**src/scanconv_defines.svh**
```systemverilog
`ifndef SCANCONV_DEFINES_SVH
`define SCANCONV_DEFINES_SVH

// Width of one colour channel
`define SC_COLOR_W 8

// Horizontal counter and x-position width
`define SC_HCNT_W 12

// Vertical counter and y-position width
`define SC_VCNT_W 11

// Number of line phases the scanline generator can cycle through
`define SC_SL_PHASES 6

// Width of one per-phase scanline strength code
`define SC_SL_STR_W 4

// Register stages from the counters to the outputs, counting the
// stage-1 decode registers
`define SC_PIPE_DEPTH 4

`endif

```
**src/scanconv_pkg.sv**
```systemverilog
`include "scanconv_defines.svh"

package scanconv_pkg;

    typedef logic [`SC_COLOR_W-1:0] color_t;

    typedef struct packed {
        color_t r;
        color_t g;
        color_t b;
    } rgb_t;

    typedef logic [`SC_HCNT_W-1:0] hpos_t;
    typedef logic [`SC_VCNT_W-1:0] vpos_t;

    typedef logic [`SC_SL_STR_W-1:0] sl_str_t;

    // Active area starts at sync_len + backporch in both directions
    typedef struct packed {
        hpos_t total;
        hpos_t active;
        hpos_t sync_len;
        hpos_t backporch;
    } h_timing_t;

    typedef struct packed {
        vpos_t total;
        vpos_t active;
        vpos_t sync_len;
        vpos_t backporch;
    } v_timing_t;

endpackage

```
**src/raster_if.sv**
```systemverilog
interface raster_if;

    // All signals are stage-1 registers in the timing generator
    logic                hsync;
    logic                vsync;
    logic                de;
    scanconv_pkg::hpos_t xpos;
    scanconv_pkg::vpos_t ypos;
    logic                line_start;
    logic                frame_start;
    logic                active_line;

    modport source (
        output hsync, vsync, de, xpos, ypos, line_start, frame_start, active_line
    );

    modport sl_sink (
        input line_start, frame_start, active_line
    );

    modport mask_sink (
        input xpos, ypos
    );

    modport post_sink (
        input hsync, vsync, de, xpos, ypos
    );

endinterface

```
**src/raster_timing.sv**
```systemverilog
module raster_timing (
    input  logic                    PCLK_OUT_i,
    input  logic                    rst_n_i,
    input  logic                    ext_frame_start_i,
    input  scanconv_pkg::h_timing_t h_cfg_i,
    input  scanconv_pkg::v_timing_t v_cfg_i,
    raster_if.source                rif
);

    scanconv_pkg::hpos_t h_cnt;
    scanconv_pkg::vpos_t v_cnt;
    scanconv_pkg::hpos_t h_start;
    scanconv_pkg::vpos_t v_start;
    logic                h_in_active;
    logic                v_in_active;
    logic                line_start_slot;

    assign h_start = h_cfg_i.sync_len + h_cfg_i.backporch;
    assign v_start = v_cfg_i.sync_len + v_cfg_i.backporch;

    // Offset compare avoids overflow of start + active near the counter limit
    assign h_in_active = (h_cnt >= h_start) && ((h_cnt - h_start) < h_cfg_i.active);
    assign v_in_active = (v_cnt >= v_start) && ((v_cnt - v_start) < v_cfg_i.active);

    assign line_start_slot = (h_cnt == h_start);

    // External frame start overrides the normal wrap on the same edge
    always_ff @(posedge PCLK_OUT_i or negedge rst_n_i) begin
        if (!rst_n_i) begin
            h_cnt <= '0;
            v_cnt <= '0;
        end else if (ext_frame_start_i) begin
            h_cnt <= '0;
            v_cnt <= '0;
        end else if (h_cnt == h_cfg_i.total - 1'b1) begin
            h_cnt <= '0;
            if (v_cnt == v_cfg_i.total - 1'b1) begin
                v_cnt <= '0;
            end else begin
                v_cnt <= v_cnt + 1'b1;
            end
        end else begin
            h_cnt <= h_cnt + 1'b1;
        end
    end

    // Stage 1 sync, enable and line markers
    always_ff @(posedge PCLK_OUT_i or negedge rst_n_i) begin
        if (!rst_n_i) begin
            rif.hsync       <= 1'b1;
            rif.vsync       <= 1'b1;
            rif.de          <= 1'b0;
            rif.line_start  <= 1'b0;
            rif.frame_start <= 1'b0;
            rif.active_line <= 1'b0;
        end else begin
            rif.hsync       <= (h_cnt >= h_cfg_i.sync_len);
            rif.vsync       <= (v_cnt >= v_cfg_i.sync_len);
            rif.de          <= h_in_active && v_in_active;
            rif.line_start  <= line_start_slot;
            rif.frame_start <= line_start_slot && (v_cnt == '0);
            rif.active_line <= v_in_active;
        end
    end

    // Positions are only meaningful while DE is high
    always_ff @(posedge PCLK_OUT_i) begin
        rif.xpos <= h_cnt - h_start;
        rif.ypos <= v_cnt - v_start;
    end

endmodule

```
**src/scanline_gen.sv**
```systemverilog
`include "scanconv_defines.svh"

module scanline_gen (
    input  logic                                          PCLK_OUT_i,
    input  logic                                          rst_n_i,
    raster_if.sl_sink                                     rif,
    input  logic                                          sl_enable_i,
    input  logic [`SC_SL_PHASES-1:0]                      sl_overlay_i,
    input  scanconv_pkg::sl_str_t [`SC_SL_PHASES-1:0]     sl_str_i,
    input  logic [2:0]                                    sl_period_i,
    input  logic                                          sl_mult_i,
    output logic                                          sl_draw_o,
    output scanconv_pkg::color_t                          sl_level_o,
    output logic                                          sl_is_mult_o
);

    logic [2:0] phase_q;
    logic [2:0] phase_d;
    logic [2:0] str_sel;
    logic       phase_hit;

    // The pixel carrying line_start already sees the stepped phase
    always_comb begin
        phase_d = phase_q;
        if (rif.frame_start) begin
            phase_d = '0;
        end else if (rif.line_start && rif.active_line) begin
            if (phase_q >= sl_period_i) begin
                phase_d = '0;
            end else begin
                phase_d = phase_q + 3'd1;
            end
        end
    end

    // Phases beyond the last overlay bit shift out and never draw
    assign phase_hit = |(sl_overlay_i & (`SC_SL_PHASES'(1) << phase_d));
    assign str_sel   = (phase_d < `SC_SL_PHASES) ? phase_d : '0;

    always_ff @(posedge PCLK_OUT_i or negedge rst_n_i) begin
        if (!rst_n_i) begin
            phase_q      <= '0;
            sl_draw_o    <= 1'b0;
            sl_level_o   <= '0;
            sl_is_mult_o <= 1'b0;
        end else begin
            phase_q      <= phase_d;
            sl_draw_o    <= sl_enable_i && phase_hit;
            // Level is (code + 1) * 16 - 1, i.e. the code with an all-ones low nibble
            sl_level_o   <= {sl_str_i[str_sel], {(`SC_COLOR_W-`SC_SL_STR_W){1'b1}}};
            sl_is_mult_o <= sl_mult_i;
        end
    end

endmodule

```
**src/window_mask.sv**
```systemverilog
`include "scanconv_defines.svh"

module window_mask (
    input  logic                 PCLK_OUT_i,
    input  logic                 rst_n_i,
    raster_if.mask_sink          rif,
    input  scanconv_pkg::hpos_t  win_x_start_i,
    input  scanconv_pkg::hpos_t  win_x_size_i,
    input  scanconv_pkg::vpos_t  win_y_start_i,
    input  scanconv_pkg::vpos_t  win_y_size_i,
    input  logic [3:0]           mask_bright_i,
    input  logic [2:0]           mask_color_i,
    input  logic                 testpattern_i,
    output logic                 ovr_o,
    output scanconv_pkg::rgb_t   ovr_rgb_o
);

    logic                 in_win_x;
    logic                 in_win_y;
    scanconv_pkg::color_t tp_val;
    scanconv_pkg::color_t mask_val;

    // Half-open window [start, start + size)
    assign in_win_x = (rif.xpos >= win_x_start_i) && ((rif.xpos - win_x_start_i) < win_x_size_i);
    assign in_win_y = (rif.ypos >= win_y_start_i) && ((rif.ypos - win_y_start_i) < win_y_size_i);

    assign tp_val   = rif.xpos[`SC_COLOR_W-1:0] ^ rif.ypos[`SC_COLOR_W-1:0];
    assign mask_val = {2{mask_bright_i}};

    always_ff @(posedge PCLK_OUT_i or negedge rst_n_i) begin
        if (!rst_n_i) begin
            ovr_o <= 1'b0;
        end else begin
            ovr_o <= testpattern_i || !(in_win_x && in_win_y);
        end
    end

    // Colour bits are red, green, blue from MSB down
    always_ff @(posedge PCLK_OUT_i) begin
        if (testpattern_i) begin
            ovr_rgb_o.r <= tp_val;
            ovr_rgb_o.g <= tp_val;
            ovr_rgb_o.b <= tp_val;
        end else begin
            ovr_rgb_o.r <= mask_color_i[2] ? mask_val : '0;
            ovr_rgb_o.g <= mask_color_i[1] ? mask_val : '0;
            ovr_rgb_o.b <= mask_color_i[0] ? mask_val : '0;
        end
    end

endmodule

```
**src/pixel_post.sv**
```systemverilog
`include "scanconv_defines.svh"

module pixel_post (
    input  logic                 PCLK_OUT_i,
    input  logic                 rst_n_i,
    raster_if.post_sink          rif,
    input  scanconv_pkg::rgb_t   ext_rgb_i,
    input  logic                 sl_draw_i,
    input  scanconv_pkg::color_t sl_level_i,
    input  logic                 sl_is_mult_i,
    input  logic                 ovr_i,
    input  scanconv_pkg::rgb_t   ovr_rgb_i,
    output scanconv_pkg::rgb_t   rgb_o,
    output logic                 hsync_o,
    output logic                 vsync_o,
    output logic                 de_o,
    output scanconv_pkg::hpos_t  xpos_o,
    output scanconv_pkg::vpos_t  ypos_o
);

    // Stage-1 raster values need this many more registers to reach stage 4
    localparam int DLY = `SC_PIPE_DEPTH - 1;

    logic [DLY-1:0]      hs_q;
    logic [DLY-1:0]      vs_q;
    logic [DLY-1:0]      de_q;
    scanconv_pkg::hpos_t xpos_q [DLY];
    scanconv_pkg::vpos_t ypos_q [DLY];

    scanconv_pkg::rgb_t  pix_s2;
    scanconv_pkg::rgb_t  pix_s3;
    scanconv_pkg::rgb_t  sub_s3;
    scanconv_pkg::rgb_t  mul_s3;
    scanconv_pkg::rgb_t  ovr_rgb_s3;
    logic                draw_s3;
    logic                mult_s3;
    logic                ovr_s3;

    function automatic scanconv_pkg::color_t sub_floor(input scanconv_pkg::color_t c,
                                                       input scanconv_pkg::color_t lvl);
        return (c > lvl) ? c - lvl : '0;
    endfunction

    // High byte of c * (255 - lvl)
    function automatic scanconv_pkg::color_t mul_hi(input scanconv_pkg::color_t c,
                                                    input scanconv_pkg::color_t lvl);
        scanconv_pkg::color_t     inv;
        logic [2*`SC_COLOR_W-1:0] prod;
        inv  = ~lvl;
        prod = c * inv;
        return prod[2*`SC_COLOR_W-1:`SC_COLOR_W];
    endfunction

    always_ff @(posedge PCLK_OUT_i or negedge rst_n_i) begin
        if (!rst_n_i) begin
            hs_q <= '1;
            vs_q <= '1;
            de_q <= '0;
        end else begin
            hs_q <= {hs_q[DLY-2:0], rif.hsync};
            vs_q <= {vs_q[DLY-2:0], rif.vsync};
            de_q <= {de_q[DLY-2:0], rif.de};
        end
    end

    always_ff @(posedge PCLK_OUT_i) begin
        xpos_q[0] <= rif.xpos;
        ypos_q[0] <= rif.ypos;
        for (int i = 1; i < DLY; i++) begin
            xpos_q[i] <= xpos_q[i-1];
            ypos_q[i] <= ypos_q[i-1];
        end
    end

    // Stage 2 capture and stage 3 darkening, both methods in parallel
    always_ff @(posedge PCLK_OUT_i) begin
        pix_s2     <= ext_rgb_i;
        pix_s3     <= pix_s2;
        sub_s3.r   <= sub_floor(pix_s2.r, sl_level_i);
        sub_s3.g   <= sub_floor(pix_s2.g, sl_level_i);
        sub_s3.b   <= sub_floor(pix_s2.b, sl_level_i);
        mul_s3.r   <= mul_hi(pix_s2.r, sl_level_i);
        mul_s3.g   <= mul_hi(pix_s2.g, sl_level_i);
        mul_s3.b   <= mul_hi(pix_s2.b, sl_level_i);
        ovr_rgb_s3 <= ovr_rgb_i;
    end

    always_ff @(posedge PCLK_OUT_i or negedge rst_n_i) begin
        if (!rst_n_i) begin
            draw_s3 <= 1'b0;
            mult_s3 <= 1'b0;
            ovr_s3  <= 1'b0;
        end else begin
            draw_s3 <= sl_draw_i;
            mult_s3 <= sl_is_mult_i;
            ovr_s3  <= ovr_i;
        end
    end

    // Stage 4 output select. Override wins over scanlines
    always_ff @(posedge PCLK_OUT_i or negedge rst_n_i) begin
        if (!rst_n_i) begin
            rgb_o <= '0;
        end else if (ovr_s3) begin
            rgb_o <= ovr_rgb_s3;
        end else if (draw_s3) begin
            rgb_o <= mult_s3 ? mul_s3 : sub_s3;
        end else begin
            rgb_o <= pix_s3;
        end
    end

    assign hsync_o = hs_q[DLY-1];
    assign vsync_o = vs_q[DLY-1];
    assign de_o    = de_q[DLY-1];
    assign xpos_o  = xpos_q[DLY-1];
    assign ypos_o  = ypos_q[DLY-1];

endmodule

```
**src/scanconv_top.sv**
```systemverilog
`include "scanconv_defines.svh"

module scanconv_top (
    input  logic                                  PCLK_OUT_i,
    input  logic                                  rst_n_i,
    input  logic                                  ext_frame_start_i,
    input  logic [`SC_COLOR_W-1:0]                ext_r_i,
    input  logic [`SC_COLOR_W-1:0]                ext_g_i,
    input  logic [`SC_COLOR_W-1:0]                ext_b_i,
    input  logic [`SC_HCNT_W-1:0]                 h_total_i,
    input  logic [`SC_HCNT_W-1:0]                 h_active_i,
    input  logic [`SC_HCNT_W-1:0]                 h_synclen_i,
    input  logic [`SC_HCNT_W-1:0]                 h_backporch_i,
    input  logic [`SC_VCNT_W-1:0]                 v_total_i,
    input  logic [`SC_VCNT_W-1:0]                 v_active_i,
    input  logic [`SC_VCNT_W-1:0]                 v_synclen_i,
    input  logic [`SC_VCNT_W-1:0]                 v_backporch_i,
    input  logic [`SC_HCNT_W-1:0]                 win_x_start_i,
    input  logic [`SC_HCNT_W-1:0]                 win_x_size_i,
    input  logic [`SC_VCNT_W-1:0]                 win_y_start_i,
    input  logic [`SC_VCNT_W-1:0]                 win_y_size_i,
    input  logic [3:0]                            mask_bright_i,
    input  logic [2:0]                            mask_color_i,
    input  logic                                  testpattern_i,
    input  logic                                  sl_enable_i,
    input  logic [`SC_SL_PHASES-1:0]              sl_overlay_i,
    input  logic [`SC_SL_PHASES*`SC_SL_STR_W-1:0] sl_str_i,
    input  logic [2:0]                            sl_period_i,
    input  logic                                  sl_mult_i,
    output logic [`SC_COLOR_W-1:0]                r_o,
    output logic [`SC_COLOR_W-1:0]                g_o,
    output logic [`SC_COLOR_W-1:0]                b_o,
    output logic                                  hsync_o,
    output logic                                  vsync_o,
    output logic                                  de_o,
    output logic [`SC_HCNT_W-1:0]                 xpos_o,
    output logic [`SC_VCNT_W-1:0]                 ypos_o
);

    scanconv_pkg::h_timing_t h_cfg;
    scanconv_pkg::v_timing_t v_cfg;
    scanconv_pkg::rgb_t      ext_rgb;
    scanconv_pkg::rgb_t      rgb_out;
    scanconv_pkg::rgb_t      ovr_rgb;
    scanconv_pkg::color_t    sl_level;
    logic                    sl_draw;
    logic                    sl_is_mult;
    logic                    ovr;

    assign h_cfg.total     = h_total_i;
    assign h_cfg.active    = h_active_i;
    assign h_cfg.sync_len  = h_synclen_i;
    assign h_cfg.backporch = h_backporch_i;
    assign v_cfg.total     = v_total_i;
    assign v_cfg.active    = v_active_i;
    assign v_cfg.sync_len  = v_synclen_i;
    assign v_cfg.backporch = v_backporch_i;

    assign ext_rgb.r = ext_r_i;
    assign ext_rgb.g = ext_g_i;
    assign ext_rgb.b = ext_b_i;

    raster_if u_rif ();

    raster_timing u_raster_timing (
        .PCLK_OUT_i        (PCLK_OUT_i),
        .rst_n_i           (rst_n_i),
        .ext_frame_start_i (ext_frame_start_i),
        .h_cfg_i           (h_cfg),
        .v_cfg_i           (v_cfg),
        .rif               (u_rif.source)
    );

    scanline_gen u_scanline_gen (
        .PCLK_OUT_i   (PCLK_OUT_i),
        .rst_n_i      (rst_n_i),
        .rif          (u_rif.sl_sink),
        .sl_enable_i  (sl_enable_i),
        .sl_overlay_i (sl_overlay_i),
        .sl_str_i     (sl_str_i),
        .sl_period_i  (sl_period_i),
        .sl_mult_i    (sl_mult_i),
        .sl_draw_o    (sl_draw),
        .sl_level_o   (sl_level),
        .sl_is_mult_o (sl_is_mult)
    );

    window_mask u_window_mask (
        .PCLK_OUT_i    (PCLK_OUT_i),
        .rst_n_i       (rst_n_i),
        .rif           (u_rif.mask_sink),
        .win_x_start_i (win_x_start_i),
        .win_x_size_i  (win_x_size_i),
        .win_y_start_i (win_y_start_i),
        .win_y_size_i  (win_y_size_i),
        .mask_bright_i (mask_bright_i),
        .mask_color_i  (mask_color_i),
        .testpattern_i (testpattern_i),
        .ovr_o         (ovr),
        .ovr_rgb_o     (ovr_rgb)
    );

    pixel_post u_pixel_post (
        .PCLK_OUT_i   (PCLK_OUT_i),
        .rst_n_i      (rst_n_i),
        .rif          (u_rif.post_sink),
        .ext_rgb_i    (ext_rgb),
        .sl_draw_i    (sl_draw),
        .sl_level_i   (sl_level),
        .sl_is_mult_i (sl_is_mult),
        .ovr_i        (ovr),
        .ovr_rgb_i    (ovr_rgb),
        .rgb_o        (rgb_out),
        .hsync_o      (hsync_o),
        .vsync_o      (vsync_o),
        .de_o         (de_o),
        .xpos_o       (xpos_o),
        .ypos_o       (ypos_o)
    );

    assign r_o = rgb_out.r;
    assign g_o = rgb_out.g;
    assign b_o = rgb_out.b;

endmodule

```
**config.mk**
```make
export PLATFORM = sky130hd
export DESIGN_NAME = scanconv_top
export DESIGN_NICKNAME = d
export VERILOG_FILES = /design/src/scanconv_pkg.sv /design/src/raster_if.sv /design/src/raster_timing.sv /design/src/scanline_gen.sv /design/src/window_mask.sv /design/src/pixel_post.sv /design/src/scanconv_top.sv
export VERILOG_INCLUDE_DIRS = /design/src
export SDC_FILE = /design/constraint.sdc
export NUM_CORES = 1
export LEC_CHECK = 0
export BUFFER_PORTS_ARGS = -buffer_cell sky130_fd_sc_hd__buf_2
export CAP_MARGIN = 20
export CORE_ASPECT_RATIO = 1.75
export CORE_MARGIN = 3
export CORE_UTILIZATION = 50
export CTS_CLUSTER_SIZE = 20
export DETAILED_ROUTE_END_ITERATION = 10
export GPL_TIMING_DRIVEN = 1
export PLACE_DENSITY = 0.76
export SETUP_SLACK_MARGIN = 0.5
export SLEW_MARGIN = 10
export SYNTH_ARGS = -nofsm -noshare
export SYNTH_HDL_FRONTEND = slang
export SYNTH_SLANG_ARGS = --single-unit
export TNS_END_PERCENT = 5
```
**constraint.sdc**
```tcl
create_clock -name PCLK_OUT_i -period 8.2 [get_ports PCLK_OUT_i]
set_input_delay 0 -clock PCLK_OUT_i [delete_from_list [all_inputs] [get_ports PCLK_OUT_i]]
set_output_delay 0 -clock PCLK_OUT_i [all_outputs]
set_load 0.01 [all_outputs]
```
==> Implementation_results.wiki <==
{| class="wikitable"
! Metric !! Value
|-
| Asr flop ratio synth || 0.244
|-
| Slack of the critical path || 2560 ps
|-
| Total number of placement rows || 97
|-
| Fill cell count || 3411
|-
| Fin crit share || 0.688
|-
| Flip-flop and latch count after synthesis || 312
|-
| Routed len/inst || 18.7 µm
|-
| Required time of the critical path || 8710 ps
|-
| Min-delay worst type || in -> reg
|-
| Layout Area Growth over Synthesis || 17.0%
|-
| Number of global-route vias before repair || 17134
|-
| Die height || 272 µm
|-
| CTS tree || done
|-
| Number of antenna violations at the first check in global routing || 1
|-
| Worst setup EP type || flop
|-
| Number of buffers inserted by port buffering || 257
|-
| Nature of the critical path startpoint || flop
|-
| Number of unique standard cell types used by synthesis || 78
|-
| RSZ-0062 raised after global routing || false
|-
| Worst-margin pin slew || 1040 ps
|-
| Wire length of the first global-routing pass || 87.2 mm
|-
| Peak supply drop || 0.000158 V
|-
| Sum of overflow across all layers after global routing || 0
|-
| Util after Layout || 0.592
|-
| Warnings, synthesis || 0
|-
| First-pass iteration count of the detailed router || 5
|-
| Post-synthesis average cell area || 9.43 µm²
|-
| Gate count of the mapped netlist || 2149
|-
| Leakage component of the power || 12.1 nW
|-
| Clock latency at the later pin of the worst-skew pair || 580 ps
|-
| Die outline area || 0.0431 mm²
|-
| Post-Route Setup TNS || 0 ps
|-
| Remaining design rule violation count || 0
|-
| Core region area || 0.0401 mm²
|-
| Overall via count from detail_route || 16435
|-
| Critical Path Slowest Stage Cell || sky130_fd_sc_hd__inv_1
|-
| PnR Total Power || 5.58 mW
|-
| Bufs on Longest Clock Path || 3
|-
| Clock H-tree levels || 1
|-
| Number of CTS-inserted buffers || 30
|-
| Crit Path Max Fanout || 24
|-
| Share of synthesized area occupied by flip-flops and latches || 0.327
|-
| Commonest cells after routing, fill and taps aside || sky130_fd_sc_hd__inv_1 (329), sky130_fd_sc_hd__ha_1 (267), sky130_fd_sc_hd__buf_2 (256)
|-
| Pin count of the biggest net entering global routing || 49
|-
| Critical Setup Path Class || reg -> reg
|-
| GRT Total Usage || 0.259
|-
| Clock slew at the register clock pins of the worst setup and hold paths || 70 ps
|-
| Drt initial violations || 782
|-
| Power density over cell area || 235 mW/mm²
|-
| CTS Root Cell || sky130_fd_sc_hd__clkbuf_16
|-
| Crit path max-delay family || adder cells
|-
| Top Ports || 258
|-
| Commonest non-fill, non-tap cell in the layout || sky130_fd_sc_hd__inv_1
|-
| Vias per std cell || 5.51
|-
| Remaining number of nets flagged by the antenna check after routing || 0
|-
| Worst R2R Setup Slack || 2560 ps
|-
| Minimum clock period after layout || 5640 ps
|-
| Final #Nets || 3053
|-
| TritonCTS Sinks || 312
|-
| Number of endpoints with negative hold slack in the final report || 0
|-
| Most frequent CP cell || sky130_fd_sc_hd__inv_1
|-
| Initial cell density of the core || 0.506
|-
| GP Congestion || 0.933
|-
| Achievable frequency || 177 MHz
|-
| Share of final-layout standard cells stronger than drive strength 1 || 0.138
|-
| Combined buffer and inverter count along the critical path || 5
|-
| Number of synthesized flops with an enable pin || 0
|-
| Placed wire-length estimate || 45.2 mm
|-
| Prevailing post-synth register cell || sky130_fd_sc_hd__dfxtp_1
|-
| Worst clock skew on the final layout || 17.2 ps
|-
| Aggregate routed wire length || 55.9 mm
|-
| Headroom to the max-slew limit || 0.300
|-
| Final setup fails || 0
|-
| Max cap viols || 0
|-
| Post-synthesis instance area || 0.0203 mm²
|-
| Cells traversed along the worst timing path || inv_1, ha_1, inv_1, fa_1, fa_1, inv_1, fa_1, inv_1, fa_1, inv_1, ha_1, and3_1, a211oi_1, a21oi_1, a21o_1, a21oi_1, xnor2_1
|-
| Run status || completed
|-
| Worst slack at placement || 2540 ps
|-
| Seq. cell area || 0.00664 mm²
|-
| Worst endpoint data arrival time || 6150 ps
|-
| Synth Net Count || 2738
|-
| Fin. max-slew vios || 0
|-
| Stage delay of the slowest cell on the critical path || 740 ps
|-
| Die span in x || 158 µm
|-
| Area taken by multi-input logic gates || 0.0121 mm²
|}
==> logic make-up after synthesis <==
| group | Yosys count | share of synthesized area |
|---|---|---|
| muxes | 34 | 0.0170 |
| DFF | 312 | 0.327 |
| AOI/OAI and AO/OA | 377 | 0.121 |
| xor gates and xnor gates | 112 | 0.0484 |
| other | 1 | 0.000185 |
| adders and majority gates | 381 | 0.277 |
| and+or+nand+nor | 546 | 0.132 |
| buffers and inverters | 386 | 0.0768 |
==> synthesized netlist by cell type (10+ instances only) <==
| master | count | area share |
|---|---|---|
| sky130_fd_sc_hd__o21a_1 | 24 | 0.0089 |
| sky130_fd_sc_hd__nor2_1 | 93 | 0.017 |
| sky130_fd_sc_hd__a21o_1 | 34 | 0.013 |
| sky130_fd_sc_hd__nand2_1 | 203 | 0.038 |
| sky130_fd_sc_hd__xor2_1 | 53 | 0.023 |
| sky130_fd_sc_hd__o211ai_1 | 10 | 0.0037 |
| sky130_fd_sc_hd__nor3_1 | 43 | 0.011 |
| sky130_fd_sc_hd__mux2i_1 | 30 | 0.015 |
| sky130_fd_sc_hd__ha_1 | 267 | 0.16 |
| sky130_fd_sc_hd__and3_1 | 12 | 0.0037 |
| sky130_fd_sc_hd__or3_1 | 21 | 0.0065 |
| sky130_fd_sc_hd__a21boi_0 | 16 | 0.0059 |
| sky130_fd_sc_hd__dfrtp_1 | 68 | 0.084 |
| sky130_fd_sc_hd__nand2b_1 | 19 | 0.0059 |
| sky130_fd_sc_hd__inv_1 | 329 | 0.061 |
| sky130_fd_sc_hd__o21ai_0 | 114 | 0.028 |
| sky130_fd_sc_hd__o32ai_1 | 10 | 0.0043 |
| sky130_fd_sc_hd__clkbuf_1 | 24 | 0.0044 |
| sky130_fd_sc_hd__buf_4 | 24 | 0.0089 |
| sky130_fd_sc_hd__nand4_1 | 22 | 0.0068 |
| sky130_fd_sc_hd__o22ai_1 | 10 | 0.0031 |
| sky130_fd_sc_hd__nand3_1 | 24 | 0.0059 |
| sky130_fd_sc_hd__nor2b_1 | 60 | 0.019 |
| sky130_fd_sc_hd__fa_1 | 114 | 0.11 |
| sky130_fd_sc_hd__dfxtp_1 | 236 | 0.23 |
| sky130_fd_sc_hd__xnor2_1 | 59 | 0.025 |
| sky130_fd_sc_hd__a21oi_1 | 76 | 0.019 |
==> power by group <==
part / switching, mW / internal [mW] / leakage (nW) / total, mW
Sequential: 0.188 / 1.88 / 2.94 / 2.07
Combinational: 1.14 / 0.925 / 8.61 / 2.07
Clock: 0.617 / 0.819 / 0.508 / 1.44
==> flip-flops by register name (all words and copies together) (netlist names), 5 cells and up <==
name,count
u_pixel_post.pix_s3,24
u_raster_timing.rif.ypos,11
u_raster_timing.h_cnt,12
u_scanline_gen.sl_level_o,5
u_pixel_post.pix_s2,24
u_pixel_post.mul_s3,24
u_pixel_post.rgb_o,24
u_pixel_post.sub_s3,24
u_window_mask.ovr_rgb_o,24
u_pixel_post.ypos_q,33
u_raster_timing.rif.xpos,12
u_pixel_post.xpos_q,36
u_raster_timing.v_cnt,11
u_pixel_post.ovr_rgb_s3,24
==> routing by layer <==
metal / vias up / GRT usage / routed length, µm
met5: - / 0 / 0
met4: 0 / 0.161 / 4160
met3: 189 / 0.0269 / 2720
met2: 619 / 0.478 / 29300
met1: 7813 / 0.275 / 19700
li1: 7814 / - / -
==> final timing paths <==
| check | startpoint | end | depth (start not counted) |
|---|---|---|---|
| worst max-delay path | u_scanline_gen.sl_level_o[3] | u_pixel_post.mul_s3[22] | 17 |
| worst min-delay path | ext_g_i[5] | u_pixel_post.pix_s2[13] | 2 |
| worst max register to register | u_scanline_gen.sl_level_o[3] | u_pixel_post.mul_s3[22] | 17 |
| worst min register to register | u_window_mask.ovr_rgb_o[21] | u_pixel_post.ovr_rgb_s3[21] | 0 |
| max in group asynchronous | rst_n_i | u_pixel_post.mult_s3 | 4 |
| min in group asynchronous | rst_n_i | u_pixel_post.hs_q[0] | 3 |
==> area by class of cell <==
cell class / instances / share of cell area
Antenna cell: 2 / 0.000211
Clock inverter: 15 / 0.00665
Clock buffer: 40 / 0.0368
Sequential cell: 312 / 0.280
Timing Repair Buffer: 339 / 0.0885
Tap cell: 495 / 0.0261
Multi-Input combinational cell: 1451 / 0.509
Inverter: 330 / 0.0523
==> stage by stage <==
| step | hold WS [ps] | std cells | cell area, µm² |
|---|---|---|---|
| floorplan | -296 | 2149 | 20300 |
| global placement | -40.4 | 2853 | 21900 |
| detailed placement | -44.3 | 2853 | 21900 |
| CTS | 16.8 | 2981 | 23700 |
| global route | 42.4 | 2983 | 23700 |
| finish | 58.0 | 2984 | 23700 |
==> what timing repair did <==
action / in CTS / in global routing
endpoints found under the setup margin: 0 / 0
endpoints found under the hold margin: 143 / 0
gates resized for setup: 0 / 0
setup buffers: 0 / 0
hold buffers: 73 / 0
No activity file was read; power rests on OpenSTA's default activity.
